===== src/rtl/snapshot_pairer.sv =====
`timescale 1ns/1ps

module snapshot_pairer #(
    parameter int ANT = 4,
    parameter int IW  = 16
) (
    input  logic              i_clk,
    input  logic              i_rst_n,
    input  logic [ANT*IW-1:0] i_ant_data,
    input  logic              i_ant_valid,
    output logic [ANT*IW-1:0] o_even,
    output logic [ANT*IW-1:0] o_odd,
    output logic              o_pair_valid
);

    // High while an even snapshot waits for its odd partner
    logic              phase;
    // Pending even snapshot
    logic [ANT*IW-1:0] even_hold;
    // Odd snapshot accepted this cycle
    logic              odd_take;

    assign odd_take = i_ant_valid & phase;

    // --------------------------------------------------
    // Phase control
    // --------------------------------------------------

    always_ff @(posedge i_clk or negedge i_rst_n) begin
        if (!i_rst_n) begin
            phase        <= 1'b0;
            o_pair_valid <= 1'b0;
        end else begin
            // Valid gap drops back to even, discarding the held snapshot
            phase        <= i_ant_valid & ~phase;
            // One cycle after the odd snapshot
            o_pair_valid <= odd_take;
        end
    end

    // --------------------------------------------------
    // Snapshot capture
    // --------------------------------------------------

    always_ff @(posedge i_clk) begin
        if (i_ant_valid && !phase) begin
            even_hold <= i_ant_data;
        end
        // Both phases presented together with the pulse
        if (odd_take) begin
            o_even <= even_hold;
            o_odd  <= i_ant_data;
        end
    end

    // Pairs are at least two snapshots apart
    property p_pair_pulse;
        @(posedge i_clk) disable iff (!i_rst_n)
        o_pair_valid |=> !o_pair_valid;
    endproperty
    a_pair_pulse: assert property (p_pair_pulse)
        else $error("pair_valid held high for two cycles");

endmodule


===== config.mk =====
export PLATFORM = sky130hd
export DESIGN_NAME = snapshot_pairer
export DESIGN_NICKNAME = d
export VERILOG_FILES = /design/src/rtl/snapshot_pairer.sv
export SDC_FILE = /design/constraint.sdc
export NUM_CORES = 1
export LEC_CHECK = 0
export BUFFER_PORTS_ARGS = -buffer_cell sky130_fd_sc_hd__buf_2
export CORE_UTILIZATION = 49
export DETAILED_ROUTE_END_ITERATION = 8
export PLACE_DENSITY = 0.78
export SLEW_MARGIN = 20
export SYNTH_ARGS = -nofsm -noshare
export SYNTH_HDL_FRONTEND = slang
export SYNTH_SLANG_ARGS = --single-unit

===== constraint.sdc =====
create_clock -name i_clk -period 2.7 [get_ports i_clk]
set_input_delay 0.54 -clock i_clk [delete_from_list [all_inputs] [get_ports i_clk]]
set_output_delay 0.54 -clock i_clk [all_outputs]
set_load 0.02 [all_outputs]

# Word-level counts from Yosys, hierarchy flattened
# Index checks and enable logic that the tools add are counted.
# word_totals
register_bits	194
latch_bits	0
ramBits	0
mem_bits_ro	0
inputBits	67
out_inout_bits	129
word_cells	10
mem_count	0
# op_classes
add_sub_neg	0
mul	0
div	0
order_cmp	0
n_eq_ne	0
shift	0
n_mux	0
bitwise	3
reduce_logical	2
# ops
cell	n
1-bit bitwise AND	2
1-bit logical AND	1
1-bit zero test	1
1-bit inverter	1

# Longest topological paths before layout
# Gate-level depths: netlist (run 1).
# logic_depth
word_depth	2
depth_mapped	1
ltp_nobuf	1

# Worst setup path after synthesis (run 1)
# Ideal clock, no wire load.
# synth_path
kind	input-to-reg
start	input port i_ant_valid
end	register o_even[0], enable pin
arrival_time_ns	2.147
slack_ns	0.121
cell_stages	1
n_path_buf	0
path_cell_list	and2_2
# synth_via
elab_chain_len	1
# synth_lines
item	line_no	source
start, declared	10	input logic i_ant_valid,
1-bit bitwise AND	23	assign odd_take = i_ant_valid & phase;
end signal, assigned	51	o_even <= even_hold;
end, declared	11	output logic [ANT*IW-1:0] o_even,
# Every way passes these cells.
# A chain may end at the register's enable or synchronous reset.

# Final worst setup path (run 1)
# layout_path
start	register o_odd[16]
end	output port o_odd[16]
# layout_lines
item	line_no	source
start, declared	12	output logic [ANT*IW-1:0] o_odd,
start signal, assigned	52	o_odd <= i_ant_data;
# No word-level cell between the ends.

==> results of run 1 <==
-- report_power, final --
part / internal [mW] / total [mW] / switching (mW)
combinational: 0.0919 / 0.295 / 0.204
clock: 1.26 / 2.26 / 0.999
sequential: 3.47 / 3.50 / 0.0299
-- registers in the layout, summed over array words and instances, names as in the netlist --
register      count
o_odd            64
o_pair_valid      1
o_even           64
even_hold        64
phase             1
-- routing by layer --
| layer | up-vias | routed length, um | global-route usage [%] |
|---|---|---|---|
| met1 | 1264 | 3660 | 18.5 |
| li1 | 1236 | - | - |
| met2 | 129 | 4610 | 24.9 |
| met4 | 0 | 170 | 8.20 |
| met5 | - | 0 | 0 |
| met3 | 15 | 783 | 6.56 |
-- repair_timing --
item / 4_1_cts / 5_1_grt
endpoints found under the hold margin: 2 / 0
hold buffers: 1 / 0
setup endpoints to repair: 0 / 0
-- synth_stat cells --
library cell and number:
and2_2 1, dfrtp_1 2, and2b_2 1, edfxtp_1 192
-- worst max-delay path by stage --
stage          slack [ns]         end  cells after the start
2_1_floorplan        0.12   o_even[0]                      1
3_3_place_gp         0.90  o_even[36]                      3
3_5_place_dp         0.87   o_odd[56]                      3
4_1_cts              1.14  o_even[41]                      1
5_1_grt              1.09   o_odd[61]                      2
6_report             1.16   o_odd[16]                      1
-- logic make-up (layout without fill, tap and decap cells) --
group / after synthesis / after routing / share of synthesized area (%)
simple gates: 2 / 2 / 0.279
flops: 194 / 194 / 99.7
buf+inv: 0 / 231 / 0
-- area by class of cell --
class                   instances  area (sq um)  share of cell area (%)
flip-flops and latches        194          5820                    76.5
repair buffers                199          1050                    13.8
clock buffers                  18           429                    5.64
well taps                     143           179                    2.35
clock inverters                14           116                    1.53
multi-input cells               2          18.8                   0.247
-- metrics by stage --
step / power, mW / worst slack (ns) / std cells / hold WS (ns)
after floorplan: 3.70 / 0.121 / 196 / 0.244
after global placement: 3.85 / 0.896 / 537 / 0.326
after detailed placement: 3.86 / 0.867 / 537 / 0.326
after CTS: 6.13 / 1.14 / 570 / 0.276
after global routing: 6.26 / 1.09 / 570 / 0.284
final: 6.05 / 1.16 / 570 / 0.299
==> out/qor.csv, run 1 <==
metric;value;unit
crit_buf_inv;1;
yosysTopAreaCellShare;98.9;%
cp-end-kind;output pin;
critical_path_required;2.16;ns
synth_area_per_cell;29.8;sq um
drive_gt1_share;53.6;%
rsz0062_at_grt;no;
cts_tree;done;
regToRegSetupSlack;1.18;ns
dp_hpwl;6.06;mm
start_util;50.6;%
post_cts_buffers;0;
dr.pass1.iters;6;
final_common_cell;buf_2;
worst_hold_path.num_cells;1;
cp-startpoint;o_odd[16];
die_h;111;um
track_usage;15.7;%
power.density;796;nW/um^2
utilization;66.0;%
worst_slew_pin_slew;0.486;ns
violations;design-rule violations;
clk_latency;0.42;ns
max_freq;0.648;GHz
cts.root.buffer_cell;clkbuf_16;
hold_violations;0;
critPathArrivalTime;1.00;ns
crit_family;flip-flops;
maxCapViolCount;0;
num_io_pins;196;
die-area;12300;sq um
synth.area.top_cells;edfxtp_1 99%, dfrtp_1 0.86%, and2b_2 0.15%;
grt_overflow;0;
drv_slew;0;
min_path_type;in -> reg;
htreeDepth;4;
finalNetCount;481;
coreArea;11500;sq um
ant_nets;0;
wl;9.22;mm
max_stage_delay;0.40;ns
fin_area;7600;sq um
clockBufferDepth;2;
relSlewSlack;67.6;%
vias_per_cell;4.64;
critical_path.max_fanout;1;
num_vias;2644;
grt_antenna_before_repair;0;
finalCriticalPeriod;1.54;ns
numCtsBuffers;17;
synth_warnings;0;
synth_seq_area_share;99.7;%
crit_chain;buf_2;
finalSetupTns;0;ns
yosysTopAreaCell;edfxtp_1;
period_share;57.1;%
min_to;even_hold[12];
synthCells;196;
grt_pass1_vias;2710;
cp_slowest_cell;edfxtp_1;
final_cell_mix;195 x buf_2, 192 x edfxtp_1, 17 x clkbuf_16;
ctsResizeCount;0;
synth_nets;263;
drt-initial-drc-count;200;
grt_pass1_wl;13.9;mm
area_growth;30.4;%
path_class;reg -> out;
cts.sinks;194;
die_w;111;um
ir_worst_vdd;0.456;mV
status;finished with violations;
worstReg2RegStart;phase;
grt_max_degree;61;
place_area;7050;sq um
hold_path.startpoint;i_ant_data[12];
ys_types;4;
num_rows;39;
synth.ff_latch_count;194;
r2r-end;o_odd[36];
fillers;790;
portBuffers;195;
path_clk_slew;0.07;ns
drc_errors;30;
gp_congestion;0.718;
cp-start-kind;register;
power_leakage;2.89;nW
synth_area;5830;sq um
setup_violations;0;
final.setup_skew;0.00933;ns
n_antenna_cell;0;
wl_per_cell;16.2;um
ff2ff_path_depth;2;
Note: power is estimated with default switching activity, not from simulation.
==> run 2, diff against run 1 <==
--- a/config.mk
+++ b/config.mk
@@ -5,10 +5,11 @@
 export SDC_FILE = /design/constraint.sdc
 export NUM_CORES = 1
 export LEC_CHECK = 0
+export ABC_AREA = 1
 export BUFFER_PORTS_ARGS = -buffer_cell sky130_fd_sc_hd__buf_2
-export CORE_UTILIZATION = 49
+export CORE_UTILIZATION = 44
 export DETAILED_ROUTE_END_ITERATION = 8
-export PLACE_DENSITY = 0.78
+export PLACE_DENSITY = 0.74
 export SLEW_MARGIN = 20
 export SYNTH_ARGS = -nofsm -noshare
 export SYNTH_HDL_FRONTEND = slang
==> constraint.sdc (replaced) <==
create_clock -name i_clk -period 1.2 [get_ports i_clk]
set_input_delay 0.24 -clock i_clk [delete_from_list [all_inputs] [get_ports i_clk]]
set_output_delay 0.24 -clock i_clk [all_outputs]
set_load 0.02 [all_outputs]
==> out/qor.csv, run 2 <==
metric;value;unit
htreeDepth;4;
ff2ff_path_depth;4;
crit_chain;nand2_2 > clkinvlp_4 > buf_12 > buf_16;
worstSetupEndpoint;o_even[42];
fin_total_pwr;14.0;mW
cp-startpoint;phase;
final_cells;631;
finalSetupTns;-4.38;ns
dr.pass1.iters;4;
synth_warnings;0;
fillers;798;
holdWs;0.0173;ns
synth_seq_area_share;99.7;%
relSlewSlack;84.4;%
portBuffers;195;
status;finished with violations;
cp_slowest_cell;dfrtp_1;
num_io_pins;196;
ir_worst_vdd;1.07;mV
synthCells;198;
multi_input_area;17.5;sq um
critPathArrivalTime;1.41;ns
async_flop_share;1.03;%
finalCriticalPeriod;1.25;ns
start_util;45.7;%
yosysMostFrequentCell;edfxtp_1;
grt_overflow;0;
cts.sinks;194;
cts_tree;done;
wl;10.7;mm
yosysTopAreaCell;edfxtp_1;
vias_per_cell;4.44;
cts.root.buffer_cell;clkbuf_16;
setup_violations;155;
die_h;117;um
numCtsBuffers;17;
yosysTopAreaCellShare;98.8;%
placedCellCount;572;
grt_max_degree;33;
rsz0062_at_grt;yes;
violations;negative setup slack;
synth_commonest_cells;192 x edfxtp_1, 2 x dfrtp_1, 2 x inv_1;
grt_antenna_before_repair;0;
drv_slew;0;
final.setup_skew;0.0122;ns
largest_registers;even_hold x64, o_even x64, o_odd x64;
drc_errors;0;
num_rows;41;
synth_area;5830;sq um
synth.ff_latch_count;194;
power.density;1610;nW/um^2
final_cell_mix;192 x edfxtp_1, 104 x buf_6, 92 x buf_2;
power_leakage;3.27;nW
hold_violations;0;
die-area;13700;sq um
clockBufferDepth;2;
synth.area.top_cells;edfxtp_1 99%, dfrtp_1 0.86%, inv_1 0.13%;
grt_pass1_vias;2691;
cp-start-kind;register;
track_usage;14.5;%
die_w;117;um
place_area;7140;sq um
grt_pass1_wl;13.8;mm
synth_edf_count;192;
path_clk_slew;0.07;ns
ys_types;5;
worst_slew_pin_slew;0.233;ns
clk_latency;0.41;ns
fin_area;8680;sq um
synth-main-ff-cell;edfxtp_1;
dp_hpwl;6.36;mm
area_growth;48.8;%
critical_path.max_fanout;25;
num_vias;2804;
gp_congestion;0.699;
period_share;104;%
synth_area_per_cell;29.5;sq um
max_stage_delay;0.42;ns
regToRegSetupSlack;-0.05;ns
setup_slack;-0.0483;ns
min_path_type;in -> reg;
maxCapViolCount;0;
ant_nets;0;
critical_path_required;1.36;ns
r2r-end;o_even[42];
coreArea;12800;sq um
wl_per_cell;17.0;um
finalNetCount;513;
drt-initial-drc-count;186;
drive_gt1_share;52.1;%
final_common_cell;edfxtp_1;
register_area;5820;sq um
worstReg2RegStart;phase;
path_class;reg -> reg;
synth_nets;265;
max_freq;0.801;GHz
cp-end-kind;register;
n_antenna_cell;0;
run 2: logic make-up after synthesis:
kind of cell           synth area share, %
buffers and inverters                0.129
flip-flops                            99.7
AND/OR/NAND/NOR                      0.172
run 2: worst min path at each step:
stage          slack [ns]           end           start  depth (start not counted)
3_3_place_gp         0.03  o_pair_valid         i_rst_n                          1
6_report             0.02     o_odd[29]  i_ant_data[29]                          1
3_5_place_dp         0.04  o_pair_valid         i_rst_n                          1
2_1_floorplan       -0.06  o_pair_valid         i_rst_n                          0
5_1_grt            -0.002     o_odd[29]  i_ant_data[29]                          1
4_1_cts           0.00004      o_odd[7]   i_ant_data[7]                          1
run 2: power by group:
part / total [mW] / leakage, nW / internal, mW / switching (mW)
sequential: 7.91 / 1.82 / 7.81 / 0.102
combinational: 0.953 / 1.20 / 0.450 / 0.502
clock: 5.13 / 0.249 / 2.86 / 2.27
total: 14.0 / 3.27 / 11.1 / 2.88
run 2: layout make-up:
class                           count  area share [%]
Timing Repair Buffer              229            23.9
Sequential cell                   194            67.0
Clock inverter                     12            1.28
Tap cell                          172            2.48
Clock buffer                       20            5.03
Inverter                            2           0.130
Multi-Input combinational cell      2           0.202
run 2: per-layer routing:
metal  up-vias  track usage [%]  share of wire (%)
met5         -                0                  0
met4         0             5.23                1.0
met3        12             6.95                7.6
met2       123             23.3                 54
met1      1359             17.0                 37
li1       1310                -                  -
run 2: worst max-delay path: cells and delay by family (launching register included):
kind                   cells  cell delay [ns]
buffers and inverters      3             0.46
flip-flops                 1             0.42
AND/OR/NAND/NOR            1             0.09
run 2: repair_timing:
action	4_1_cts	5_1_grt
hold buffers	14	8
buffers inserted	2	0
hold endpoints to repair	25	15
gates cloned	2	1
endpoints found under the setup margin	184	267
gates resized for setup	76	136
run 2: stage by stage:
step / worst slack, ns / utilization, %
after floorplan: -1.54 / -
after global placement: -0.0278 / 55.9
after detailed placement: -0.0595 / 55.9
after CTS: -0.0549 / 63.8
after global routing: -0.0873 / 68.0
final: -0.0483 / 68.0
==> run 3, diff against run 2 <==
--- a/config.mk
+++ b/config.mk
@@ -10,7 +10,7 @@
 export CORE_UTILIZATION = 44
 export DETAILED_ROUTE_END_ITERATION = 8
 export PLACE_DENSITY = 0.74
-export SLEW_MARGIN = 20
+export SETUP_SLACK_MARGIN = 0.15
 export SYNTH_ARGS = -nofsm -noshare
 export SYNTH_HDL_FRONTEND = slang
 export SYNTH_SLANG_ARGS = --single-unit
==> out/qor.csv, run 3 (synthesized netlist as in run 2, its figures left out) <==
metric;value;unit
n_antenna_cell;0;
max_freq;0.801;GHz
setup_violations;177;
finalCriticalPeriod;1.25;ns
num_vias;2883;
htreeDepth;4;
utilization;68.9;%
holdWs;0.0137;ns
cts_tree;done;
status;finished with violations;
final_common_cell;edfxtp_1;
setup_slack;-0.0484;ns
vias_per_cell;4.51;
largest_registers;even_hold x64, o_even x64, o_odd x64;
worst_hold_path.num_cells;1;
die_w;117;um
regToRegSetupSlack;-0.05;ns
worst_slew_pin_slew;0.206;ns
grt_overflow;0;
violations;negative setup slack;
grt_pass1_vias;2703;
fin_total_pwr;14.1;mW
r2r-end;even_hold[16];
hold_violations;0;
ant_nets;0;
clk_latency;0.42;ns
portBuffers;195;
start_util;45.7;%
path_clk_slew;0.07;ns
grt_antenna_before_repair;0;
grt_max_degree;33;
ir_worst_vdd;1.07;mV
power_leakage;3.32;nW
area_growth;50.9;%
min_path_type;in -> reg;
drc_errors;0;
critPathArrivalTime;1.38;ns
power.density;1600;nW/um^2
worstReg2RegStart;phase;
grt_pass1_wl;14.0;mm
cp-end-kind;register;
finalNetCount;521;
final.setup_skew;0.0152;ns
cp-start-kind;register;
gp_congestion;0.699;
cts.sinks;194;
numCtsBuffers;17;
path_class;reg -> reg;
ff2ff_path_depth;3;
wl_per_cell;17.4;um
min_to;o_odd[29];
dp_hpwl;6.36;mm
num_rows;41;
cts.root.buffer_cell;clkbuf_16;
maxCapViolCount;0;
drive_gt1_share;52.9;%
relSlewSlack;86.2;%
die_h;117;um
final_cell_mix;192 x edfxtp_1, 104 x buf_6, 93 x buf_2;
drt-initial-drc-count;168;
drv_slew;0;
fillers;796;
period_share;104;%
dr.pass1.iters;4;
die-area;13700;sq um
rsz0062_at_grt;yes;
coreArea;12800;sq um
track_usage;14.7;%
critical_path_required;1.33;ns
wl;11.1;mm
hold_path.startpoint;i_ant_data[29];
clockBufferDepth;2;
critical_path.max_fanout;7;
num_io_pins;196;
run 3: worst max-delay path by stage:
stage / start / to / slack [ns] / depth (start not counted)
floorplan: phase / o_even[0] / -1.54 / 2
global placement: phase / o_odd[15] / -0.03 / 3
detailed placement: phase / o_even[13] / -0.06 / 3
CTS: o_even[52] / o_even[52] / -0.04 / 1
global route: phase / even_hold[46] / -0.09 / 3
finish: phase / even_hold[16] / -0.05 / 3
run 3: per-layer routing:
layer  routed length (um)  up-vias  part of all wire [%]  global-route usage (%)
met5                    0        -                     0                       0
met4                   75        0                  0.67                    5.23
met3                  889        9                   8.0                    7.05
met2                 5840      138                    52                    24.0
met1                 4340     1414                    39                    17.0
li1                     -     1322                     -                       -
run 3: area by class of cell:
cell class	instances	area, sq um	area share (%)
multi-input combinational	2	17.5	0.199
inverter	2	11.3	0.128
clock inverter	12	111	1.26
sequential	194	5820	66.1
timing repair buffer	237	2200	25.0
tap	172	215	2.44
clock buffer	20	437	4.96
run 3: timing repair:
action / CTS / global route
hold buffers: 14 / 8
hold endpoints to repair: 25 / 15
gates cloned: 2 / 5
buffers inserted: 3 / 3
endpoints found under the setup margin: 322 / 322
gates resized for setup: 84 / 131
run 3: per-stage QoR:
| stage | setup TNS [ns] | std cells | area (sq um) | setup slack [ns] |
|---|---|---|---|---|
| after floorplan | -283.11 | 198 | 5840 | -1.54 |
| after global placement | -1.89 | 572 | 7140 | -0.0278 |
| after detailed placement | -5.06 | 572 | 7140 | -0.0595 |
| after CTS | -3.60 | 623 | 8180 | -0.0397 |
| after global routing | -15.16 | 639 | 8800 | -0.0853 |
| final | -5.08 | 639 | 8800 | -0.0484 |
run 3: report_power, final:
| group | internal [mW] | switching, mW | leakage (nW) |
|---|---|---|---|
| Sequential | 7.81 | 0.102 | 1.82 |
| Combinational | 0.497 | 0.523 | 1.26 |
| Clock | 2.86 | 2.28 | 0.249 |
| Total | 11.2 | 2.91 | 3.32 |
run 3: critical path, stage by stage, from the launching register on:
cell,delay [ns]
dfrtp_1,0.42
nor2_4,0.22
buf_12,0.16
clkbuf_16,0.15
