[src/rtl/beam_pkg.sv]
package beam_pkg;

    // --------------------------------------------------
    // Pipeline latencies
    // --------------------------------------------------

    // Product, antenna tree, output register
    localparam int MAC_ANTS_LAT  = 3;
    // Per-phase MAC plus even/odd add and output register
    localparam int MAC_BEAMS_LAT = MAC_ANTS_LAT + 2;
    // Saturation register in the output side
    localparam int OUT_STAGE_LAT = 1;

    // --------------------------------------------------
    // Code word write port
    // --------------------------------------------------

    // Width of the weight field in a write
    localparam int CW_VALUE_W = 32;

    // Beam or antenna index of a write
    typedef logic [7:0] cw_idx_t;

    // One weight write
    // Low IW bits of value carry the weight, real part in their upper half
    typedef struct packed {
        logic                  en;
        logic                  odd;
        cw_idx_t               beam;
        cw_idx_t               ant;
        logic [CW_VALUE_W-1:0] value;
    } cw_wr_t;

    // --------------------------------------------------
    // Overflow flags
    // --------------------------------------------------

    // Bit positions inside sat_flag_t
    localparam int SAT_SUM  = 2;
    localparam int SAT_EVEN = 1;
    localparam int SAT_ODD  = 0;

    // Per-beam overflow: sum, even, odd
    typedef logic [2:0] sat_flag_t;

endpackage

[src/rtl/beam_output_stage.sv]
`timescale 1ns/1ps

module beam_output_stage #(
    parameter int BEAM = 2,
    parameter int OW   = 24,
    parameter int QW   = 12
) (
    input  logic                                i_clk,
    input  logic                                i_rst_n,
    input  logic [BEAM-1:0][2*OW-1:0]           i_sum,
    input  logic [BEAM-1:0][2*OW-1:0]           i_even,
    input  logic [BEAM-1:0][2*OW-1:0]           i_odd,
    input  logic                                i_valid,
    input  logic                                i_sat_clear,
    output logic [BEAM-1:0][2*QW-1:0]           o_sum,
    output logic [BEAM-1:0][2*QW-1:0]           o_even,
    output logic [BEAM-1:0][2*QW-1:0]           o_odd,
    output logic                                o_valid,
    output beam_pkg::sat_flag_t [BEAM-1:0]      o_sat
);

    // Saturated results and their overflow bits
    logic [BEAM-1:0][2*QW-1:0]         sum_q;
    logic [BEAM-1:0][2*QW-1:0]         even_q;
    logic [BEAM-1:0][2*QW-1:0]         odd_q;
    beam_pkg::sat_flag_t [BEAM-1:0]    ovf;

    // One part to QW bits, overflow flag on top
    function automatic logic [QW:0] sat_part(input logic [OW-1:0] x);
        logic ovf_bit;
        ovf_bit = (x[OW-1:QW-1] != {(OW-QW+1){x[OW-1]}});
        if (!ovf_bit) begin
            sat_part = {1'b0, x[QW-1:0]};
        end else if (x[OW-1]) begin
            sat_part = {1'b1, 1'b1, {(QW-1){1'b0}}};
        end else begin
            sat_part = {1'b1, 1'b0, {(QW-1){1'b1}}};
        end
    endfunction

    // Complex value, overflow if either part clips
    function automatic logic [2*QW:0] sat_cplx(input logic [2*OW-1:0] x);
        logic [QW:0] re;
        logic [QW:0] im;
        re = sat_part(x[2*OW-1:OW]);
        im = sat_part(x[OW-1:0]);
        sat_cplx = {re[QW] | im[QW], re[QW-1:0], im[QW-1:0]};
    endfunction

    // --------------------------------------------------
    // Saturation
    // --------------------------------------------------

    always_comb begin
        for (int k = 0; k < BEAM; k++) begin
            {ovf[k][beam_pkg::SAT_SUM],  sum_q[k]}  = sat_cplx(i_sum[k]);
            {ovf[k][beam_pkg::SAT_EVEN], even_q[k]} = sat_cplx(i_even[k]);
            {ovf[k][beam_pkg::SAT_ODD],  odd_q[k]}  = sat_cplx(i_odd[k]);
        end
    end

    always_ff @(posedge i_clk) begin
        if (i_valid) begin
            o_sum  <= sum_q;
            o_even <= even_q;
            o_odd  <= odd_q;
        end
    end

    // --------------------------------------------------
    // Valid and sticky flags
    // --------------------------------------------------

    always_ff @(posedge i_clk or negedge i_rst_n) begin
        if (!i_rst_n) begin
            o_valid <= 1'b0;
            o_sat   <= '0;
        end else begin
            o_valid <= i_valid;
            // New overflow wins over a same-cycle clear
            o_sat   <= (i_sat_clear ? '0 : o_sat) | (i_valid ? ovf : '0);
        end
    end

    // Flags move only on a result or a clear
    property p_sat_stable;
        @(posedge i_clk) disable iff (!i_rst_n)
        !$past(i_valid, beam_pkg::OUT_STAGE_LAT) && !$past(i_sat_clear) |-> $stable(o_sat);
    endproperty
    a_sat_stable: assert property (p_sat_stable)
        else $error("o_sat changed without a valid or a clear");

endmodule

[config.mk]
export PLATFORM = sky130hd
export DESIGN_NAME = beam_output_stage
export DESIGN_NICKNAME = d
export VERILOG_FILES = /design/src/rtl/beam_pkg.sv /design/src/rtl/beam_output_stage.sv
export SDC_FILE = /design/constraint.sdc
export NUM_CORES = 1
export LEC_CHECK = 0
export BUFFER_PORTS_ARGS = -buffer_cell sky130_fd_sc_hd__buf_2
export CAP_MARGIN = 20
export CORE_AREA = 4 4 171 173
export DETAILED_ROUTE_END_ITERATION = 8
export DIE_AREA = 0 0 175 177
export GPL_ROUTABILITY_DRIVEN = 1
export GPL_TIMING_DRIVEN = 1
export PLACE_DENSITY = 0.65
export SYNTH_ARGS = -nofsm -noshare
export SYNTH_HDL_FRONTEND = slang
export SYNTH_SLANG_ARGS = --single-unit
export TNS_END_PERCENT = 1
[constraint.sdc]
create_clock -name i_clk -period 1 [get_ports i_clk]
set_input_delay 0.1 -clock i_clk [delete_from_list [all_inputs] [get_ports i_clk]]
set_output_delay 0.1 -clock i_clk [all_outputs]
set_load 0.1 [all_outputs]
After elaboration in Yosys (flattened, before gate mapping)
Cells that the tools add are included.
Widths: inputs -> output; s select.

storage, ports and cells
  word-level logic and storage cells = 54
  flip-flop bits (word level) = 151
  output and inout port bits = 151
  input port bits = 292

cells by class
  mux-type cells = 26
  equal/unequal tests = 12
  bitwise gates (word level) = 7

operator list
  operator      count
  $mux 13       12
  $mux 12       12
  $ne 12x12->1  12
  $mux 6        2
  $or 1x1->1    6
  $or 6x6->6    1

Logic depth before layout (Yosys ltp)
Gate-level depths: netlist of the first run.

  word-level depth = 5
  mapped depth = 5

Worst setup path before layout of the first run
No wires, ideal clock.

  path type = register -> register
  from = register o_sat[0] (netlist name)
  to = register o_sat[0] (netlist name)
  period minus slack after synthesis = 1.398 ns
  library setup time = 0.077 ns
  required time = 0.923 ns
  path buffers = 0
  path slack = -0.398 ns
  arrival time = 1.321 ns
  stages on the path, launching flop included = 4
  path through = dfrtp_1 nor2b_1 a211oi_1 a21oi_1

on the way
  longest elaborated chain between the ends = 2

ends and longest elaborated chain
  item                    RTL line                 RTL
  start, declared         beam_output_stage.sv:19  output beam_pkg::sat_flag_t [BEAM-1:0] o_sat
  start signal, assigned  beam_output_stage.sv:81  o_sat <= (i_sat_clear ? '0 : o_sat) | (i_valid ? ovf : '0);
  $mux 6                  beam_output_stage.sv:81
  $or 6x6->6              beam_output_stage.sv:81

No other way between the ends.
A chain may end at the register's enable or synchronous reset.

Final worst setup path of the first run
  from = register o_sat[4] (netlist name)
  to = output o_sat[4] (netlist name)

No word-level cell between the ends.

==> results.py, run 1 <==
metrics = {
    "run_status": {
        "status": "complete, but fails checks",
        "violations": "setup timing",
    },
    "logic_synthesis": {
        "synth_fp_nets": 911,
        "async_reset_ff_frac": 0.0464,
        "synth_top_flop_cell": "edfxtp_1",
        "yosysSeqAreaShare": 0.594,
        "synth.top_cell.area_share": 0.571,
        "yosysWarningCount": 0,
        "synthTopCellsByArea": "edfxtp_1 57%, mux2i_1 19%, inv_1 6.5%",
        "avgSynthCellArea_um2": 12.2,
        "synth_top_area_cell": "edfxtp_1",
        "synth.distinct_cells": 19,
        "synth_seq_cells": 151,
        "syn-instance-count": 619,
        "synth-edff-count": 144,
        "syn-cell-area_um2": 7580,
    },
    "drt": {
        "drtIter0Drc": 221,
        "drtAntennaViolNets": 0,
        "wl_per_cell_um": 17.5,
        "wl_um": 26600,
        "dr.pass1.iters": 6,
        "drc": 0,
        "viasPerCell": 4.41,
        "vias": 6728,
    },
    "critical_path": {
        "cp-end-kind": "primary output",
        "crit_type": "reg2out",
        "crit_path_start_kind": "register",
        "worstPathMaxFanout": 2,
        "timing.rr.start": "o_sat[4]",
        "arrival_ns": 1.14,
        "crit_chain": "buf_6 > buf_12",
        "slowest_stage": "dfrtp_2",
        "critPathMaxStageDelay_ns": 0.44,
        "r2r_cells": 4,
        "worstPathRequired_ns": 0.90,
        "rrSetupSlack_ns": -0.07,
        "r2r-end": "o_sat[4]",
    },
    "floorplan": {
        "dieWidth_um": 175,
        "boundaryPins": 443,
        "start_util": 0.274,
        "num_rows": 61,
        "die_h_um": 177,
        "core_region_area_um2": 27600,
        "die_area_um2": 31000,
    },
    "cells_and_area": {
        "drive_above_1_share": 0.534,
        "final_common_cell": "buf_2",
        "final_cell_mix": "280 x buf_2, 170 x buf_12, 144 x edfxtp_1",
        "finish.net_count": 1424,
        "syn_to_final_growth_pct": 86.3,
        "stdcell_count": 1524,
    },
    "timing": {
        "holdWs_ns": 0.0189,
        "worstMarginPinSlew_ns": 0.398,
        "skew_ns": 0,
        "period_minus_slack_ns": 1.24,
        "final_max_slew_viol_count": 0,
        "period_share": 1.24,
        "relSlewSlack": 0.727,
        "setup_tns_ns": -19.28,
        "setup_viol": 181,
        "setup_ws_ns": -0.236,
        "rsz0062_at_grt": "true",
        "final_hold_viol_count": 0,
        "max_freq_mhz": 809,
    },
    "global_routing": {
        "grt_util_all_layers": 0.159,
        "grt_start_max_net_pins": 26,
        "grt_pass1_vias": 6991,
        "overflow": 0,
        "grt_pass1_wl_um": 38100,
        "antenna_found_initial": 2,
    },
    "clocking": {
        "cts-buffers-inserted": 17,
        "clkSinkCount": 151,
        "clk_latency_ns": 0.40,
        "clk_pin_slew_ns": 0.07,
        "cts_tree": "done",
        "cts_root_buf": "clkbuf_16",
        "clockBufferDepth": 2,
        "htree_levels": 4,
    },
    "worst_hold_path": {
        "min_path_type": "in2reg",
        "hold_path_depth": 3,
        "min_from": "i_even[81]",
        "min_to": "o_even[45]",
    },
    "pwr": {
        "vdd_drop_max_v": 0.000958,
        "powerDensity_nw_per_um2": 1500,
        "total_power_mw": 21.2,
        "p_leak_nw": 6.03,
    },
    "placed_design": {
        "place.gp.congestion": 0.885,
        "port_buffers": 442,
        "pre_cts_ws_ns": -0.588,
        "place_inst": 1487,
        "dp_hpwl_um": 21800,
    },
    "job": {
        "maxCapViolations": 0,
    },
}
## synthesized netlist by cell type (18+ instances only)
master,instances
inv_1,132
nor2_1,18
clkbuf_1,23
mux2i_1,144
nand3_1,24
nor4_1,24
edfxtp_1,144
## per-layer routing
metal	part of all wire	up-vias	GRT usage
met2	0.54	287	0.304
met5	0.00075	-	0
li1	-	3215	-
met1	0.36	3187	0.167
met4	0.025	2	0.0550
met3	0.068	37	0.0449
## through the flow
step	util	area, um2
3_5_place_dp	0.478	13200
5_1_grt	0.511	14100
4_1_cts	0.503	13900
6_report	0.511	14100
3_3_place_gp	0.478	13200
2_1_floorplan	-	7600
## cell type report
| cell class | count | area, um2 |
|---|---|---|
| Antenna cell | 1 | 2.50 |
| Multi-Input combinational cell | 300 | 2620 |
| Clock buffer | 18 | 429 |
| Fill cell | 2385 | 13500 |
| Timing Repair Buffer | 530 | 5470 |
| Tap cell | 378 | 473 |
| Clock inverter | 14 | 115 |
| Sequential cell | 151 | 4510 |
| Inverter | 132 | 495 |
## critical path, delay by kind of cell, from the launching register on
| kind | cells | cell delay, ns |
|---|---|---|
| flops | 1 | 0.44 |
| buf+inv | 2 | 0.28 |
## how the worst max path moves through the flow
stage	from	endpoint	slack, ns	cells past startpoint
2_1_floorplan	i_even[64]	o_even[26]	-0.26	5
3_3_place_gp	i_sum[23]	o_sum[5]	-0.50	6
3_5_place_dp	i_sum[23]	o_sum[8]	-0.59	7
4_1_cts	o_sat[4]	o_sat[4]	-0.25	2
5_1_grt	o_sat[4]	o_sat[4]	-0.27	2
6_report	o_sat[4]	o_sat[4]	-0.24	2
## timing repair
item / CTS / global route
endpoints found under the setup margin: 199 / 263
pin swaps: 3 / 7
resized for setup: 22 / 44
endpoints found under the hold margin: 11 / 0
buffers inserted: 0 / 0
hold buffers: 5 / 0
## kinds of logic (layout without fill, tap and decap cells)
family                 Yosys count  count (layout)  share of synthesized area
flip-flops                     151             151                      0.594
multiplexers                   144             144                      0.190
buffers and inverters          168             694                     0.0953
AO/OA/AOI/OAI                   24              24                     0.0238
other                            0               1                          0
AND/OR/NAND/NOR                132             132                     0.0971
## state kept, by name (all words and copies together) (netlist names)
signal   flops
o_sat        6
o_valid      1
o_odd       48
o_sum       48
o_even      48
## report_power, final
part	total, mW	switching [mW]	internal [mW]	leakage (nW)
logic	7.26	4.62	2.63	4.28
clock network	6.07	2.81	3.25	0.262
registers	7.91	0.408	7.51	1.48
total	21.2	7.85	13.4	6.03
(Power assumes the default switching activity.)
==> run 2, diff against run 1 <==
--- a/config.mk
+++ b/config.mk
@@ -13,6 +13,7 @@
 export GPL_ROUTABILITY_DRIVEN = 1
 export GPL_TIMING_DRIVEN = 1
 export PLACE_DENSITY = 0.65
+export REMOVE_ABC_BUFFERS = 1
 export SYNTH_ARGS = -nofsm -noshare
 export SYNTH_HDL_FRONTEND = slang
 export SYNTH_SLANG_ARGS = --single-unit
==> run 2 against run 1 <==
Compared with the run above:
- sequential cell count did not move
- wire length fell by 4.1%
- the run still ends with setup timing left
- first-iteration DRC count rose by 48%
- non-clock buffer count fell by 12
- clock skew did not move
- setup slack improved by 0.051 ns
- global-route usage fell by 0.42 points
- via count fell by 1.4%
==> results.py, run 2 (synthesis results as in run 1) <==
metrics = {
    "run_status": {
        "status": "complete, but fails checks",
        "violations": "setup timing",
    },
    "clocking": {
        "cts-buffers-inserted": 17,
        "htree_levels": 4,
        "clkSinkCount": 151,
        "postCtsSetupBuffers": 0,
        "cts_tree": "done",
        "clk_latency_ns": 0.40,
        "clockBufferDepth": 2,
        "cts_root_buf": "clkbuf_16",
        "clk_pin_slew_ns": 0.07,
    },
    "critical_path": {
        "rrSetupSlack_ns": 0.03,
        "arrival_ns": 1.09,
        "timing.rr.start": "o_sat[5]",
        "cp-end-kind": "primary output",
        "worstPathRequired_ns": 0.90,
        "crit_path_start_kind": "register",
        "r2r-end": "o_sat[5]",
        "r2r_cells": 3,
        "crit_type": "reg2out",
        "worstPathMaxFanout": 2,
        "crit_start": "o_sat[4]",
    },
    "floorplan": {
        "dieWidth_um": 175,
        "num_rows": 61,
        "core_region_area_um2": 27600,
        "start_util": 0.274,
        "boundaryPins": 443,
        "die_area_um2": 31000,
        "die_h_um": 177,
    },
    "worst_hold_path": {
        "hold_path_depth": 3,
        "min_from": "i_even[29]",
        "min_to": "o_even[17]",
        "min_path_type": "in2reg",
    },
    "pwr": {
        "power.switching_mw": 7.67,
        "p_leak_nw": 5.95,
        "pwr-share-comb": 0.328,
        "vdd_drop_max_v": 0.000988,
        "switching_share": 0.352,
        "powerDensity_nw_per_um2": 1560,
        "seqPwrFrac": 0.363,
        "p_clk_frac": 0.309,
        "p_int_mw": 14.1,
    },
    "job": {
        "maxCapViolations": 0,
    },
    "timing": {
        "rsz0062_at_grt": "true",
        "final_hold_viol_count": 0,
        "relSlewSlack": 0.752,
        "setup_ws_ns": -0.185,
        "period_share": 1.19,
        "max_freq_mhz": 844,
        "worstMarginPinSlew_ns": 0.362,
        "skew_ns": 0,
        "period_minus_slack_ns": 1.19,
        "holdWs_ns": 0.0243,
        "setup_viol": 163,
        "final_max_slew_viol_count": 0,
    },
    "global_routing": {
        "grt_util_all_layers": 0.155,
        "grt_pass1_wl_um": 37100,
        "grt_pass1_vias": 6826,
        "antenna_found_initial": 5,
        "overflow": 0,
        "grt_start_max_net_pins": 35,
    },
    "drt": {
        "dr.pass1.iters": 6,
        "vias": 6631,
        "wl_um": 25500,
        "drtAntennaViolNets": 0,
        "drtIter0Drc": 327,
        "viasPerCell": 4.38,
        "drc": 0,
        "wl_per_cell_um": 16.9,
    },
    "cells_and_area": {
        "top_regs": "o_even: 48 flops, o_odd: 48 flops, o_sum: 48 flops",
        "register_area_um2": 4500,
        "num-fill-cells": 2430,
        "final_cell_mix": "281 x buf_2, 164 x buf_12, 144 x edfxtp_1",
        "syn_to_final_growth_pct": 83.9,
        "final_common_cell": "buf_2",
        "finish.net_count": 1412,
        "drive_above_1_share": 0.515,
        "multi_input_area_um2": 2550,
        "stdcell_count": 1513,
    },
    "placed_design": {
        "place.gp.congestion": 0.862,
        "dp_hpwl_um": 20800,
        "port_buffers": 442,
        "place_inst": 1474,
        "pre_cts_ws_ns": -0.492,
    },
}
run 2: changes by cell type in the layout (fill, tap and decap cells not counted), moves of 3 or more:
cell | before | now
buf_4 | 59 | 52
buf_12 | 170 | 164
dfrtp_1 | 1 | 7
dfrtp_2 | 5 | 0
inv_6 | 6 | 2
a211oi_1 | 2 | 5
a211oi_2 | 4 | 1
bufinv_16 | 0 | 3
mux2i_1 | 134 | 137
run 2: repair_timing:
item                       CTS  global route
pin swaps                    0             5
setup endpoints to repair  183           258
hold buffers                 6             0
hold endpoints to repair    12             0
gates resized for setup     18            34
run 2: cell type report:
| class | count | area share |
|---|---|---|
| repair buffers | 518 | 0.380 |
| flip-flops and latches | 151 | 0.323 |
| multi-input cells | 300 | 0.183 |
| inverters | 132 | 0.0355 |
| well taps | 378 | 0.0339 |
| clock buffers | 20 | 0.0320 |
| clock inverters | 12 | 0.0120 |
| diodes | 2 | 0.000359 |
run 2: power groups by stage:
stage | clock, mW | combinational, mW | sequential [mW]
3_3_place_gp | 0 | 7.04 | 8.02
5_1_grt | 7.20 | 7.38 | 7.95
4_1_cts | 6.95 | 7.15 | 7.91
6_report | 6.73 | 7.15 | 7.90
3_5_place_dp | 0 | 7.10 | 8.04
2_1_floorplan | 0 | 0.363 | 11.3
run 2: per-layer routing:
metal  wire [um]  track usage  part of all wire  up-vias
met2       13700        0.284              0.53      290
li1            -            -                 -     3184
met3        1790       0.0466             0.070       34
met1        9570        0.173              0.37     3117
met5          34            0            0.0013        -
met4         495       0.0478             0.019        6
run 2: worst max path at each step:
stage / end / slack [ns] / depth (start not counted)
after floorplan: o_even[0] / -0.50 / 4
after global placement: o_odd[10] / -0.46 / 6
after detailed placement: o_sum[40] / -0.49 / 6
after CTS: o_sum[5] / -0.22 / 1
after global routing: o_sum[5] / -0.25 / 1
final: o_sat[4] / -0.19 / 2
run 2: worst max-delay path: stages, from the launching register on:
cell     delay (ns)
dfrtp_1        0.40
buf_6          0.12
buf_12         0.15
run 2: per-stage QoR:
step	power (mW)	utilization	setup TNS, ns	area, um2
floorplan	11.7	-	-68.99	7350
global placement	15.1	0.471	-50.12	13000
detailed placement	15.1	0.471	-55.29	13000
CTS	22.0	0.498	-22.34	13800
global route	22.5	0.504	-26.64	13900
finish	21.8	0.504	-17.81	13900
