[src/rtl/beam_pkg.sv]
package beam_pkg;

    // --------------------------------------------------
    // Pipeline latencies
    // --------------------------------------------------

    // Product, antenna tree, output register
    localparam int MAC_ANTS_LAT  = 3;
    // Per-phase MAC plus even/odd add and output register
    localparam int MAC_BEAMS_LAT = MAC_ANTS_LAT + 2;
    // Saturation register in the output side
    localparam int OUT_STAGE_LAT = 1;

    // --------------------------------------------------
    // Code word write port
    // --------------------------------------------------

    // Width of the weight field in a write
    localparam int CW_VALUE_W = 32;

    // Beam or antenna index of a write
    typedef logic [7:0] cw_idx_t;

    // One weight write
    // Low IW bits of value carry the weight, real part in their upper half
    typedef struct packed {
        logic                  en;
        logic                  odd;
        cw_idx_t               beam;
        cw_idx_t               ant;
        logic [CW_VALUE_W-1:0] value;
    } cw_wr_t;

    // --------------------------------------------------
    // Overflow flags
    // --------------------------------------------------

    // Bit positions inside sat_flag_t
    localparam int SAT_SUM  = 2;
    localparam int SAT_EVEN = 1;
    localparam int SAT_ODD  = 0;

    // Per-beam overflow: sum, even, odd
    typedef logic [2:0] sat_flag_t;

endpackage

[src/rtl/codeword_bank.sv]
`timescale 1ns/1ps

module codeword_bank #(
    parameter int BEAM = 2,
    parameter int ANT  = 4,
    parameter int IW   = 16
) (
    input  logic                             i_clk,
    input  logic                             i_rst_n,
    input  beam_pkg::cw_wr_t                 i_cw_wr,
    output logic [BEAM-1:0][ANT*IW-1:0]      o_cw_even,
    output logic [BEAM-1:0][ANT*IW-1:0]      o_cw_odd
);

    // Weight storage, one word per beam and antenna
    logic [BEAM-1:0][ANT*IW-1:0] cw_even;
    logic [BEAM-1:0][ANT*IW-1:0] cw_odd;
    // Weight taken from the write, real part high
    logic [IW-1:0]               wr_value;

    assign wr_value = i_cw_wr.value[IW-1:0];

    // --------------------------------------------------
    // Write decode
    // --------------------------------------------------

    always_ff @(posedge i_clk or negedge i_rst_n) begin
        if (!i_rst_n) begin
            // All weights zero after reset
            cw_even <= '0;
            cw_odd  <= '0;
        end else if (i_cw_wr.en) begin
            for (int b = 0; b < BEAM; b++) begin
                for (int a = 0; a < ANT; a++) begin
                    // Beam and antenna match selects one word
                    if (i_cw_wr.beam == beam_pkg::cw_idx_t'(b) &&
                        i_cw_wr.ant == beam_pkg::cw_idx_t'(a)) begin
                        if (i_cw_wr.odd) begin
                            cw_odd[b][a*IW +: IW] <= wr_value;
                        end else begin
                            cw_even[b][a*IW +: IW] <= wr_value;
                        end
                    end
                end
            end
        end
    end

    // All words visible in parallel
    assign o_cw_even = cw_even;
    assign o_cw_odd  = cw_odd;

    // Out-of-range writes would be silently lost
    property p_wr_range;
        @(posedge i_clk) disable iff (!i_rst_n)
        i_cw_wr.en |-> (int'(i_cw_wr.beam) < BEAM) && (int'(i_cw_wr.ant) < ANT);
    endproperty
    a_wr_range: assert property (p_wr_range)
        else $error("code word write outside the beam or antenna range");

endmodule

[config.mk]
export PLATFORM = sky130hd
export DESIGN_NAME = codeword_bank
export DESIGN_NICKNAME = d
export VERILOG_FILES = /design/src/rtl/beam_pkg.sv /design/src/rtl/codeword_bank.sv
export SDC_FILE = /design/constraint.sdc
export NUM_CORES = 1
export LEC_CHECK = 0
export ABC_AREA = 1
export BUFFER_PORTS_ARGS = -buffer_cell sky130_fd_sc_hd__buf_2
export CAP_MARGIN = 25
export CORE_MARGIN = 1.5
export CORE_UTILIZATION = 30
export CTS_CLUSTER_DIAMETER = 40
export DETAILED_ROUTE_END_ITERATION = 6
export PLACE_DENSITY_LB_ADDON = 0.12
export SETUP_SLACK_MARGIN = 0.4
export SYNTH_ARGS = -nofsm -noshare
export SYNTH_HDL_FRONTEND = slang
export SYNTH_SLANG_ARGS = --single-unit
export TNS_END_PERCENT = 50
[constraint.sdc]
create_clock -name i_clk -period 0.8 [get_ports i_clk]
set_input_delay 0.16 -clock i_clk [delete_from_list [all_inputs] [get_ports i_clk]]
set_output_delay 0.16 -clock i_clk [all_outputs]
set_load 0.005 [all_outputs]
; ---- After elaboration in Yosys (flattened, before gate mapping)
; Cells that the tools add are included.
; Widths: inputs -> output; s select.
[word_totals]
wordCells = 47
ff_bits = 256
input_bits = 52
out_inout_bits = 256
[op_classes]
bitwise = 1
eq_ne = 4
reduce_logical = 26
[ops]
columns = operator, n
row1 = $reduce_and 3->1, 16
row2 = $eq 8x1->1 const B, 2
row3 = $eq 8x2->1 const B, 2
row4 = $logic_not 8->1, 2
row5 = $logic_and 1x1->1, 8
row6 = $not 1->1, 1

; ---- Depth between registers and ports, before layout
; Gate-level depths: netlist (run 1).
[depth]
depth_word = 3
ltp_mapped = 8
mapped_depth_nobuf = 7

; ---- Worst setup path after synthesis (run 1)
; No wires, ideal clock.
[synth_timing]
path_type = input-to-reg
start = input i_cw_wr[45] (netlist bit)
end = register cw_even, in the netlist o_cw_even[47]
setup_slack_ns = -0.444
path_buffers = 1
required_time_ns = 0.683
stages = 7
arrival_ns = 1.127
setup_ns = 0.117
cell_sequence = nor2_1 nand2_2 nor2_4 nand3_2 buf_2 nand2_1 nand2_1
[synth_via]
elab_chain_len = 3
[synth_rtl]
columns = element, line
row1 = "start, declared", codeword_bank.sv:10  ; input beam_pkg::cw_wr_t i_cw_wr,
row2 = $logic_not 8->1, codeword_bank.sv:36  ; if (i_cw_wr.beam == beam_pkg::cw_idx_t'(b) &&
row3 = $logic_and 1x1->1, codeword_bank.sv:36
row4 = $reduce_and 3->1 (no source line), --
row5 = "end signal, assigned by index", codeword_bank.sv:41  ; cw_even[b][a*IW +: IW] <= wr_value;
row6 = "end, declared", codeword_bank.sv:16  ; logic [BEAM-1:0][ANT*IW-1:0] cw_even;
; Every way passes these cells.
; A chain may end at the register's enable or synchronous reset.

; ---- Worst setup path in the final report (run 1)
[layout_timing]
start = register cw_even, in the netlist o_cw_even[63]
end = output o_cw_even[63] (netlist bit)
[layout_rtl]
columns = element, line
row1 = "end, declared", codeword_bank.sv:11  ; output logic [BEAM-1:0][ANT*IW-1:0] o_cw_even,
; No word-level cell between the ends.

==> results of run 1 <==
## synthesized netlist by cell type
master    number
nor2_1         8
nand2_2        2
clkbuf_1      40
nor2_4         7
nand3_1        1
dfrtp_1      256
nand2_1      519
nor2_2         2
nand4_1      256
buf_2         42
nand3_2       16
inv_1          5
buf_6         29
inv_2          1
buf_8          1
buf_4         20
## path summary, 6_finish.rpt
kind | startpoint | to | slack [ns]
max in group asynchronous | i_rst_n | o_cw_even[68] | 0.75
worst max-delay path | o_cw_even[63] | o_cw_even[63] | -0.47
worst max register to register | o_cw_even[27] | o_cw_even[27] | -0.07
min in group i_clk | i_cw_wr[2] | o_cw_odd[82] | -0.06
worst min register to register | o_cw_even[68] | o_cw_even[68] | 0.47
worst min-delay path | i_rst_n | o_cw_odd[32] | -0.47
## layer usage
layer	wire length, um	vias up	share of wire [%]	track usage, %
met5	0	-	0	0
met4	1030	0	2.3	6.83
met3	2210	72	5.0	3.44
met2	21400	344	49	37.3
met1	19400	5276	44	30.9
li1	-	5029	-	-
## worst register-to-register path, cell delays in order (launching register included)
cell,delay (ns)
dfrtp_1,0.39
buf_4,0.14
buf_4,0.12
nand2_2,0.06
nand2_2,0.04
## per-stage QoR
stage	setup WS (ns)	total power, mW	TNS, ns
final	-0.465	35.0	-106.89
after global placement	-0.638	14.8	-150.56
after floorplan	-0.412	13.7	-95.31
after CTS	-0.493	35.3	-112.47
after detailed placement	-0.637	14.8	-151.14
after global routing	-0.496	36.1	-123.31
## cells by family (layout without fill, tap and decap cells)
group / count (synthesis) / in the layout / share of synthesized area, %
AND/OR/NAND/NOR: 811 / 811 / 34.6
flip-flops: 256 / 256 / 57.6
buffers and inverters: 138 / 647 / 7.86
## where the power goes
group	total [mW]	switching (mW)	internal, mW
Clock	20.4	7.02	13.3
Sequential	13.0	0.00168	13.0
Combinational	1.68	1.14	0.535
Total	35.0	8.16	26.8
## registers in the layout (all words and copies together) (netlist names)
name,cells
o_cw_odd,128
o_cw_even,128
## cells in the final DEF (no fill, tap or decap), drive strengths merged
| cell | count |
|---|---|
| clkbuf | 57 |
| inv | 11 |
| nor2 | 17 |
| nand2 | 521 |
| bufinv | 6 |
| buf | 555 |
| clkinv | 13 |
| clkinvlp | 5 |
| nand3 | 17 |
| nand4 | 256 |
| dfrtp | 256 |
## layout make-up
class,instances,area (um2),area share (%)
Clock inverter,29,349,2.05
Clock buffer,57,1270,7.48
Timing Repair Buffer,555,4380,25.7
Multi-Input combinational cell,811,4020,23.6
Inverter,6,25.0,0.147
Sequential cell,256,6410,37.6
Tap cell,468,586,3.44
## repair_timing
action	CTS	global route
endpoints found under the setup margin	512	512
pin swaps	3	27
endpoints found under the hold margin	259	259
setup buffers	77	60
gates resized for setup	23	45
==> metrics.md, run 1 <==
| Metric | Value |
|---|---|
| Final nets | 1,729 |
| Syn_nets | 1,257 |
| R2R depth | 4 |
| Status | complete, but fails checks |
| First-pass GRT wire length | 66.1 mm |
| CP max FO | 2 |
| Cell Rows | 70 |
| RSZ-0062 raised after global routing | yes |
| DRT antenna net count | 0 |
| Worst Path Required | 0.64 ns |
| Clk slew on worst S/H paths | 0.05 ns |
| Share of cells above drive strength 1 | 40.1% |
| Clock Skews | 0 ns |
| Slowest stage delay, CP | 0.42 ns |
| # IOs | 308 |
| Placed wire-length estimate | 29.5 mm |
| TritonCTS buffer count | 47 |
| Worst hold slack | -0.466 ns |
| Chip height | 196 um |
| Synth warnings | 0 |
| Buf/Inv on CP | 1 |
| Top post-synthesis cells by area | dfrtp_1 58%, nand2_1 18%, nand4_1 14% |
| Max-slew violations | 0 |
| Worst-skew pair later-pin latency | 0.53 ns |
| Worst path top cell family by delay | flip-flops |
| Non-filler cells in the finished layout | 2,182 |
| CP Cell Sequence | buf_2 |
| Worst setup SP type | flop |
| Final core utilization | 46.7% |
| N_diodes | 0 |
| Routed wire length | 44.1 mm |
| Setup crit end kind | primary output |
| Fmax | 790 MHz |
| # fillers | 3,568 |
| Initial antenna violation count | 0 |
| Initial DRC Count | 547 |
| CP Depth | 1 |
| Synth Instances | 1,205 |
| Failing checks | hold timing, setup timing |
| Tmin final | 1.27 ns |
| Area delta synth->final | 53.1% |
| H-tree level count | 2 |
| Slew HR | 56.5% |
| Final RePlAce weighted congestion | 0.775 |
| Clock Tree Buf Depth | 3 |
| Worst Max-Slew Pin Slew | 0.653 ns |
| Seq/Total Area, Yosys | 57.6% |
| Synthesized area per cell | 9.24 um2 |
| Synth top area share | 57.6% |
| CTS tree | done |
| Die Footprint | 0.0383 mm2 |
| Via-to-Cell Ratio | 4.91 |
| Post-synth cell types | 16 |
| Tcrit/Tclk final | 158% |
| Min-Delay Path Class | in -> async |
| Root buffer cell | clkbuf_16 |
| Leak | 9.84 nW |
| Core Area | 0.0365 mm2 |
| Starting Density | 30.5% |
| Worst Slack Setup Final | -0.465 ns |
| Max-cap violations | 0 |
| # DRC | 0 |
| Vias in the first global route | 10,600 |
| DR pass1 iterations | 5 |
| Sink Count | 256 |
| Maximum vdd drop | 1.41 mV |
| Final hold violation count | 259 |
| Placed cell area | 0.0141 mm2 |
| Wire length per cell | 20.2 um |
| Tot GR Track Use | 22.7% |
| Power Density | 2050 mW/mm2 |
| Synth Register Bits | 256 |
| Largest net degree at the start of global routing | 46 |
| Worst EP arrival | 1.11 ns |
| Port bufs | 291 |
| Synth area leader | dfrtp_1 |
| Fin area | 0.0170 mm2 |
| Syn Std Cell Area | 0.0111 mm2 |
| Critical Path Slowest Stage Cell | dfrtp_1 |
| Final setup vio count | 325 |
| Vias | 10,700 |
| Placed cell count | 1,959 |
| CP Class | reg -> out |
| Die X | 196 um |
| Gr ovfl total | 0 |
Note: power is estimated with default switching activity, not from simulation.
==> run 2: changes to the inputs <==
==> constraint.sdc (replaced) <==
create_clock -name i_clk -period 0.8 [get_ports i_clk]
set_input_delay 0.16 -clock i_clk [delete_from_list [all_inputs] [get_ports i_clk]]
set_output_delay 0.16 -clock i_clk [all_outputs]
set_load 0.02 [all_outputs]
==> metrics.md, run 2 (same netlist as run 1, synthesis figures left out) <==
| Metric | Value |
|---|---|
| Fin area | 0.0183 mm2 (+7.3%) |
| Final RePlAce weighted congestion | 0.776 (+0.14%) |
| Critical Path Slowest Stage Cell | dfrtp_1 |
| Die Footprint | 0.0383 mm2 (unchanged) |
| # fillers | 3,381 (-5.2%) |
| First-pass GRT wire length | 66.7 mm (+0.88%) |
| Slowest stage delay, CP | 0.42 ns (about the same) |
| Setup crit end kind | primary output |
| Die X | 196 um (unchanged) |
| Initial antenna violation count | 0 (unchanged) |
| Placed wire-length estimate | 29.6 mm (+0.25%) |
| Largest net degree at the start of global routing | 41 (-11%) |
| Overall Power | 33.3 mW (-4.8%) |
| Sink Count | 256 (unchanged) |
| Final setup vio count | 266 (-18%) |
| Chip height | 196 um (unchanged) |
| Placed cell area | 0.0141 mm2 (+0.14%) |
| DRT antenna net count | 0 (unchanged) |
| DR pass1 iterations | 5 (unchanged) |
| Worst Max-Slew Pin Slew | 0.607 ns (-0.0462 ns) |
| Status | complete, but fails checks |
| Max-cap violations | 0 (unchanged) |
| CP Cell Sequence | buf_6 |
| Initial DRC Count | 730 (+33%) |
| # DRC | 0 (unchanged) |
| Worst path top cell family by delay | flip-flops |
| Failing checks | hold timing, setup timing |
| Routed wire length | 44.3 mm (+0.45%) |
| Worst-skew pair later-pin latency | 0.54 ns (about the same) |
| Final hold violation count | 257 (-0.77%) |
| Worst Slack Setup Final | -0.486 ns (-0.0211 ns) |
| Tcrit/Tclk final | 161% (+2.6 points) |
| Wire length per cell | 20.6 um (+2.1%) |
| Share of cells above drive strength 1 | 39.3% (-0.81 points) |
| Setup total negative slack | -112.89 ns (-6.00 ns) |
| CP Class | reg -> out |
| Commonest non-fill, non-tap cell in the layout | nand2_1 |
| RSZ-0062 raised after global routing | yes |
| Core Area | 0.0365 mm2 (unchanged) |
| Power Density | 1820 mW/mm2 (-11%) |
| Clock Tree Buf Depth | 3 (unchanged) |
| Vias in the first global route | 10,500 (-1.1%) |
| Port bufs | 291 (unchanged) |
| Min-Delay Path Class | in -> async |
| Most frequent cells in the layout | 492 x nand2_1, 274 x buf_6, 256 x nand4_1 |
| Final nets | 1,697 (-1.9%) |
| Vias | 10,600 (-1.6%) |
| Root buffer cell | clkbuf_16 |
| Via-to-Cell Ratio | 4.92 (about the same) |
| Buf/Inv on CP | 1 (unchanged) |
| Maximum vdd drop | 1.29 mV (-8.0%) |
| Gr ovfl total | 0 (unchanged) |
| Tmin final | 1.29 ns (+0.0211 ns) |
| CP max FO | 2 (unchanged) |
| Worst setup SP type | flop |
| Max-slew violations | 0 (unchanged) |
| Starting Density | 30.5% (unchanged) |
| Tot GR Track Use | 23.2% (+0.47 points) |
| Leak | 9.74 nW (-1.0%) |
| # IOs | 308 (unchanged) |
| Slew HR | 59.6% (+3.1 points) |
| H-tree level count | 2 (unchanged) |
| TritonCTS buffer count | 44 (-6.4%) |
| Area delta synth->final | 64.3% |
| Fmax | 777 MHz (-1.6%) |
| Clock Skews | 0 ns (unchanged) |
| N_diodes | 0 (unchanged) |
| Worst hold slack | -0.527 ns (-0.0614 ns) |
| CTS tree | done |
| Worst EP arrival | 1.13 ns (+0.02 ns) |
| Worst Path Required | 0.64 ns (about the same) |
| Clk slew on worst S/H paths | 0.05 ns (about the same) |
| Cell Rows | 70 (unchanged) |
run 2: final cells by class:
class,count,area (um2),area share (%)
Timing Repair Buffer,526,5720,31.3
Clock inverter,19,196,1.07
Inverter,6,25.0,0.137
Multi-Input combinational cell,811,4080,22.3
Tap cell,468,586,3.20
Sequential cell,256,6410,35.0
Clock buffer,60,1260,6.91
run 2: final timing paths:
check | to | depth (start not counted) | startpoint | slack, ns
max | o_cw_odd[30] | 1 | o_cw_odd[30] | -0.49
min | o_cw_odd[88] | 1 | i_rst_n | -0.53
max reg2reg | o_cw_even[23] | 4 | o_cw_even[23] | -0.08
min reg2reg | o_cw_even[71] | 2 | o_cw_even[71] | 0.49
max in group asynchronous | o_cw_even[13] | 2 | i_rst_n | 0.78
min in group i_clk | o_cw_odd[108] | 3 | i_cw_wr[12] | -0.02
run 2: what timing repair did:
action,4_1_cts,5_1_grt
endpoints found under the setup margin,512,512
pin swaps,29,43
resized for setup,545,37
buffers inserted,65,42
hold endpoints to repair,257,257
cloned,0,0
run 2: worst reg2reg max path: stages, from the launching register on:
cell	delay (ns)
dfrtp_1	0.41
buf_4	0.15
buf_4	0.12
nand2_1	0.05
nand2_1	0.04
run 2: where the power goes:
group,internal [mW],switching (mW)
sequential,13.0,0.00221
clock,12.0,6.65
combinational,0.576,1.15
total,25.5,7.80
run 2: layer usage:
| metal | part of all wire, % | up-vias | wire length (um) | GRT usage [%] |
|---|---|---|---|---|
| li1 | - | 4974 | - | - |
| met2 | 48 | 349 | 21400 | 37.6 |
| met5 | 0 | - | 0 | 0 |
| met4 | 2.6 | 0 | 1130 | 7.18 |
| met3 | 6.2 | 64 | 2720 | 5.08 |
| met1 | 43 | 5165 | 19000 | 30.9 |
run 2: metrics by stage:
| step | util (%) | setup WS (ns) | hold WS (ns) | instances |
|---|---|---|---|---|
| 2_1_floorplan | - | -0.415 | -0.136 | 1205 |
| 3_3_place_gp | 38.7 | -0.559 | 0.0517 | 1960 |
| 3_5_place_dp | 38.7 | -0.580 | 0.0475 | 1960 |
| 4_1_cts | 48.8 | -0.524 | -0.548 | 2104 |
| 5_1_grt | 50.1 | -0.517 | -0.538 | 2146 |
| 6_report | 50.1 | -0.486 | -0.527 | 2146 |
==> run 3: changes to the inputs <==
--- a/config.mk
+++ b/config.mk
@@ -12,6 +12,7 @@
 export CORE_UTILIZATION = 30
 export CTS_CLUSTER_DIAMETER = 40
 export DETAILED_ROUTE_END_ITERATION = 6
+export MAX_ROUTING_LAYER = met4
 export PLACE_DENSITY_LB_ADDON = 0.12
 export SETUP_SLACK_MARGIN = 0.4
 export SYNTH_ARGS = -nofsm -noshare
==> metrics.md, run 3 (same netlist as run 1, synthesis figures left out) <==
| Metric | Value |
|---|---|
| Final hold violation count | 257 (unchanged) |
| Tmin final | 1.29 ns (+0.00368 ns) |
| Critical Path Slowest Stage Cell | dfrtp_1 |
| Sink Count | 256 (unchanged) |
| Final nets | 1,696 (-0.059%) |
| Worst EP arrival | 1.13 ns (about the same) |
| Core Area | 0.0365 mm2 (unchanged) |
| Initial antenna violation count | 0 (unchanged) |
| Routed wire length | 44.2 mm (-0.17%) |
| Status | complete, but fails checks |
| Clock Tree Buf Depth | 3 (unchanged) |
| Die Footprint | 0.0383 mm2 (unchanged) |
| Area delta synth->final | 64.2% (about the same) |
| Most frequent cells in the layout | 490 x nand2_1, 274 x buf_6, 256 x nand4_1 |
| DR pass1 iterations | 5 (unchanged) |
| Final RePlAce weighted congestion | 0.787 (+1.4%) |
| Sw Ratio | 23.3% (-0.058 points) |
| Worst hold slack | -0.524 ns (+0.00305 ns) |
| Vias in the first global route | 10,500 (+0.076%) |
| Via-to-Cell Ratio | 4.92 (about the same) |
| Failing checks | hold timing, setup timing |
| Critical Path Start | o_cw_even[127] |
| Fin area | 0.0183 mm2 (about the same) |
| # DRC | 0 (unchanged) |
| Clock share of power | 55.9% (about the same) |
| Clk slew on worst S/H paths | 0.05 ns (about the same) |
| Slew HR | 58.3% (-1.2 points) |
| CP Cell Sequence | buf_6 |
| Non-filler cells in the finished layout | 2,145 (-0.047%) |
| Gr ovfl total | 0 (unchanged) |
| Wire length per cell | 20.6 um (-0.12%) |
| CP max FO | 2 (unchanged) |
| Largest net degree at the start of global routing | 41 (unchanged) |
| Tcrit/Tclk final | 161% (+0.46 points) |
| Worst-skew pair later-pin latency | 0.54 ns (about the same) |
| Maximum vdd drop | 1.31 mV (+1.4%) |
| Min-Delay Path Class | in -> async |
| Power Density | 1820 mW/mm2 (about the same) |
| Vias | 10,500 (-0.028%) |
| # IOs | 308 (unchanged) |
| Placed wire-length estimate | 29.6 mm (unchanged) |
| Combinational power share | 5.2% (about the same) |
| Final setup vio count | 269 (+1.1%) |
| N_diodes | 0 (unchanged) |
| Buf/Inv on CP | 1 (unchanged) |
| Die X | 196 um (unchanged) |
| Root buffer cell | clkbuf_16 |
| Slowest stage delay, CP | 0.43 ns (about the same) |
| Tot GR Track Use | 23.9% (+0.70 points) |
| Commonest non-fill, non-tap cell in the layout | nand2_1 |
| Initial DRC Count | 757 (+3.7%) |
| Worst Path Required | 0.64 ns (about the same) |
| Placed cell count | 1,960 (unchanged) |
| Worst r2r src | o_cw_even[83] |
| Max-slew violations | 0 (unchanged) |
| Cell Rows | 70 (unchanged) |
| Max-cap violations | 0 (unchanged) |
| CTS tree | done |
| Clock Skews | 0 ns (unchanged) |
| CP Class | reg -> out |
| Placed cell area | 0.0141 mm2 (unchanged) |
| Fmax | 775 MHz (-0.29%) |
| Reg power frac | 39.0% (about the same) |
| Worst path top cell family by delay | flip-flops |
| Leak | 9.73 nW (about the same) |
| TritonCTS buffer count | 44 (unchanged) |
| Port bufs | 291 (unchanged) |
| Setup total negative slack | -112.92 ns (-0.0230 ns) |
| Setup crit end kind | primary output |
| Chip height | 196 um (unchanged) |
| RSZ-0062 raised after global routing | yes |
| Worst Slack Setup Final | -0.490 ns (-0.00368 ns) |
| Net switching power | 7.77 mW (-0.32%) |
| Share of cells above drive strength 1 | 39.4% (+0.083 points) |
| P_int | 25.5 mW (about the same) |
| Worst Max-Slew Pin Slew | 0.625 ns (+0.0184 ns) |
| Starting Density | 30.5% (unchanged) |
| H-tree level count | 2 (unchanged) |
| Worst setup SP type | flop |
| First-pass GRT wire length | 66.7 mm (about the same) |
| DRT antenna net count | 0 (unchanged) |
-- run 3: cell count changes in the layout (fill, tap and decap cells not counted), sizes merged --
cell	change
buf	-1
-- run 3: final cells by class --
class                      instances  area [um2]
fill                            3373       18200
sequential                       256        6410
timing repair buffer             525        5710
multi-input combinational        811        4080
clock buffer                      60        1260
tap                              468         586
clock inverter                    19         196
inverter                           6        25.0
-- run 3: timing repair --
item                                    CTS  global route
gates resized for setup                 545            38
buffers inserted                         65            41
endpoints found under the setup margin  512           512
endpoints found under the hold margin   257           257
pin swaps                                29            42
-- run 3: per-layer routing --
layer	share of wire, %	track usage (%)
met1	43	31.1
met2	48	37.6
met3	6.0	4.72
met4	2.7	7.38
met5	0	-
-- run 3: worst paths after layout --
check                                       to  slack [ns]  cells after the start
worst max-delay path            o_cw_even[127]       -0.49                      1
worst min-delay path              o_cw_odd[88]       -0.52                      1
worst max register to register   o_cw_even[83]       -0.09                      4
worst min register to register   o_cw_even[71]        0.49                      2
max in group asynchronous        o_cw_even[13]        0.78                      2
min in group i_clk               o_cw_odd[108]       -0.02                      3
-- run 3: through the flow --
step	worst slack [ns]	power, mW	utilization [%]
floorplan	-0.415	13.7	-
global placement	-0.559	14.9	38.7
detailed placement	-0.580	14.9	38.7
CTS	-0.524	33.7	48.8
global route	-0.517	34.4	50.0
finish	-0.490	33.3	50.0
-- run 3: power by group through the flow --
stage	clock network (mW)	logic, mW	registers, mW
finish	18.6	1.73	13.0
global route	19.6	1.83	13.0
CTS	19.0	1.73	13.0
detailed placement	0	1.70	13.2
global placement	0	1.71	13.2
floorplan	0	0.459	13.2
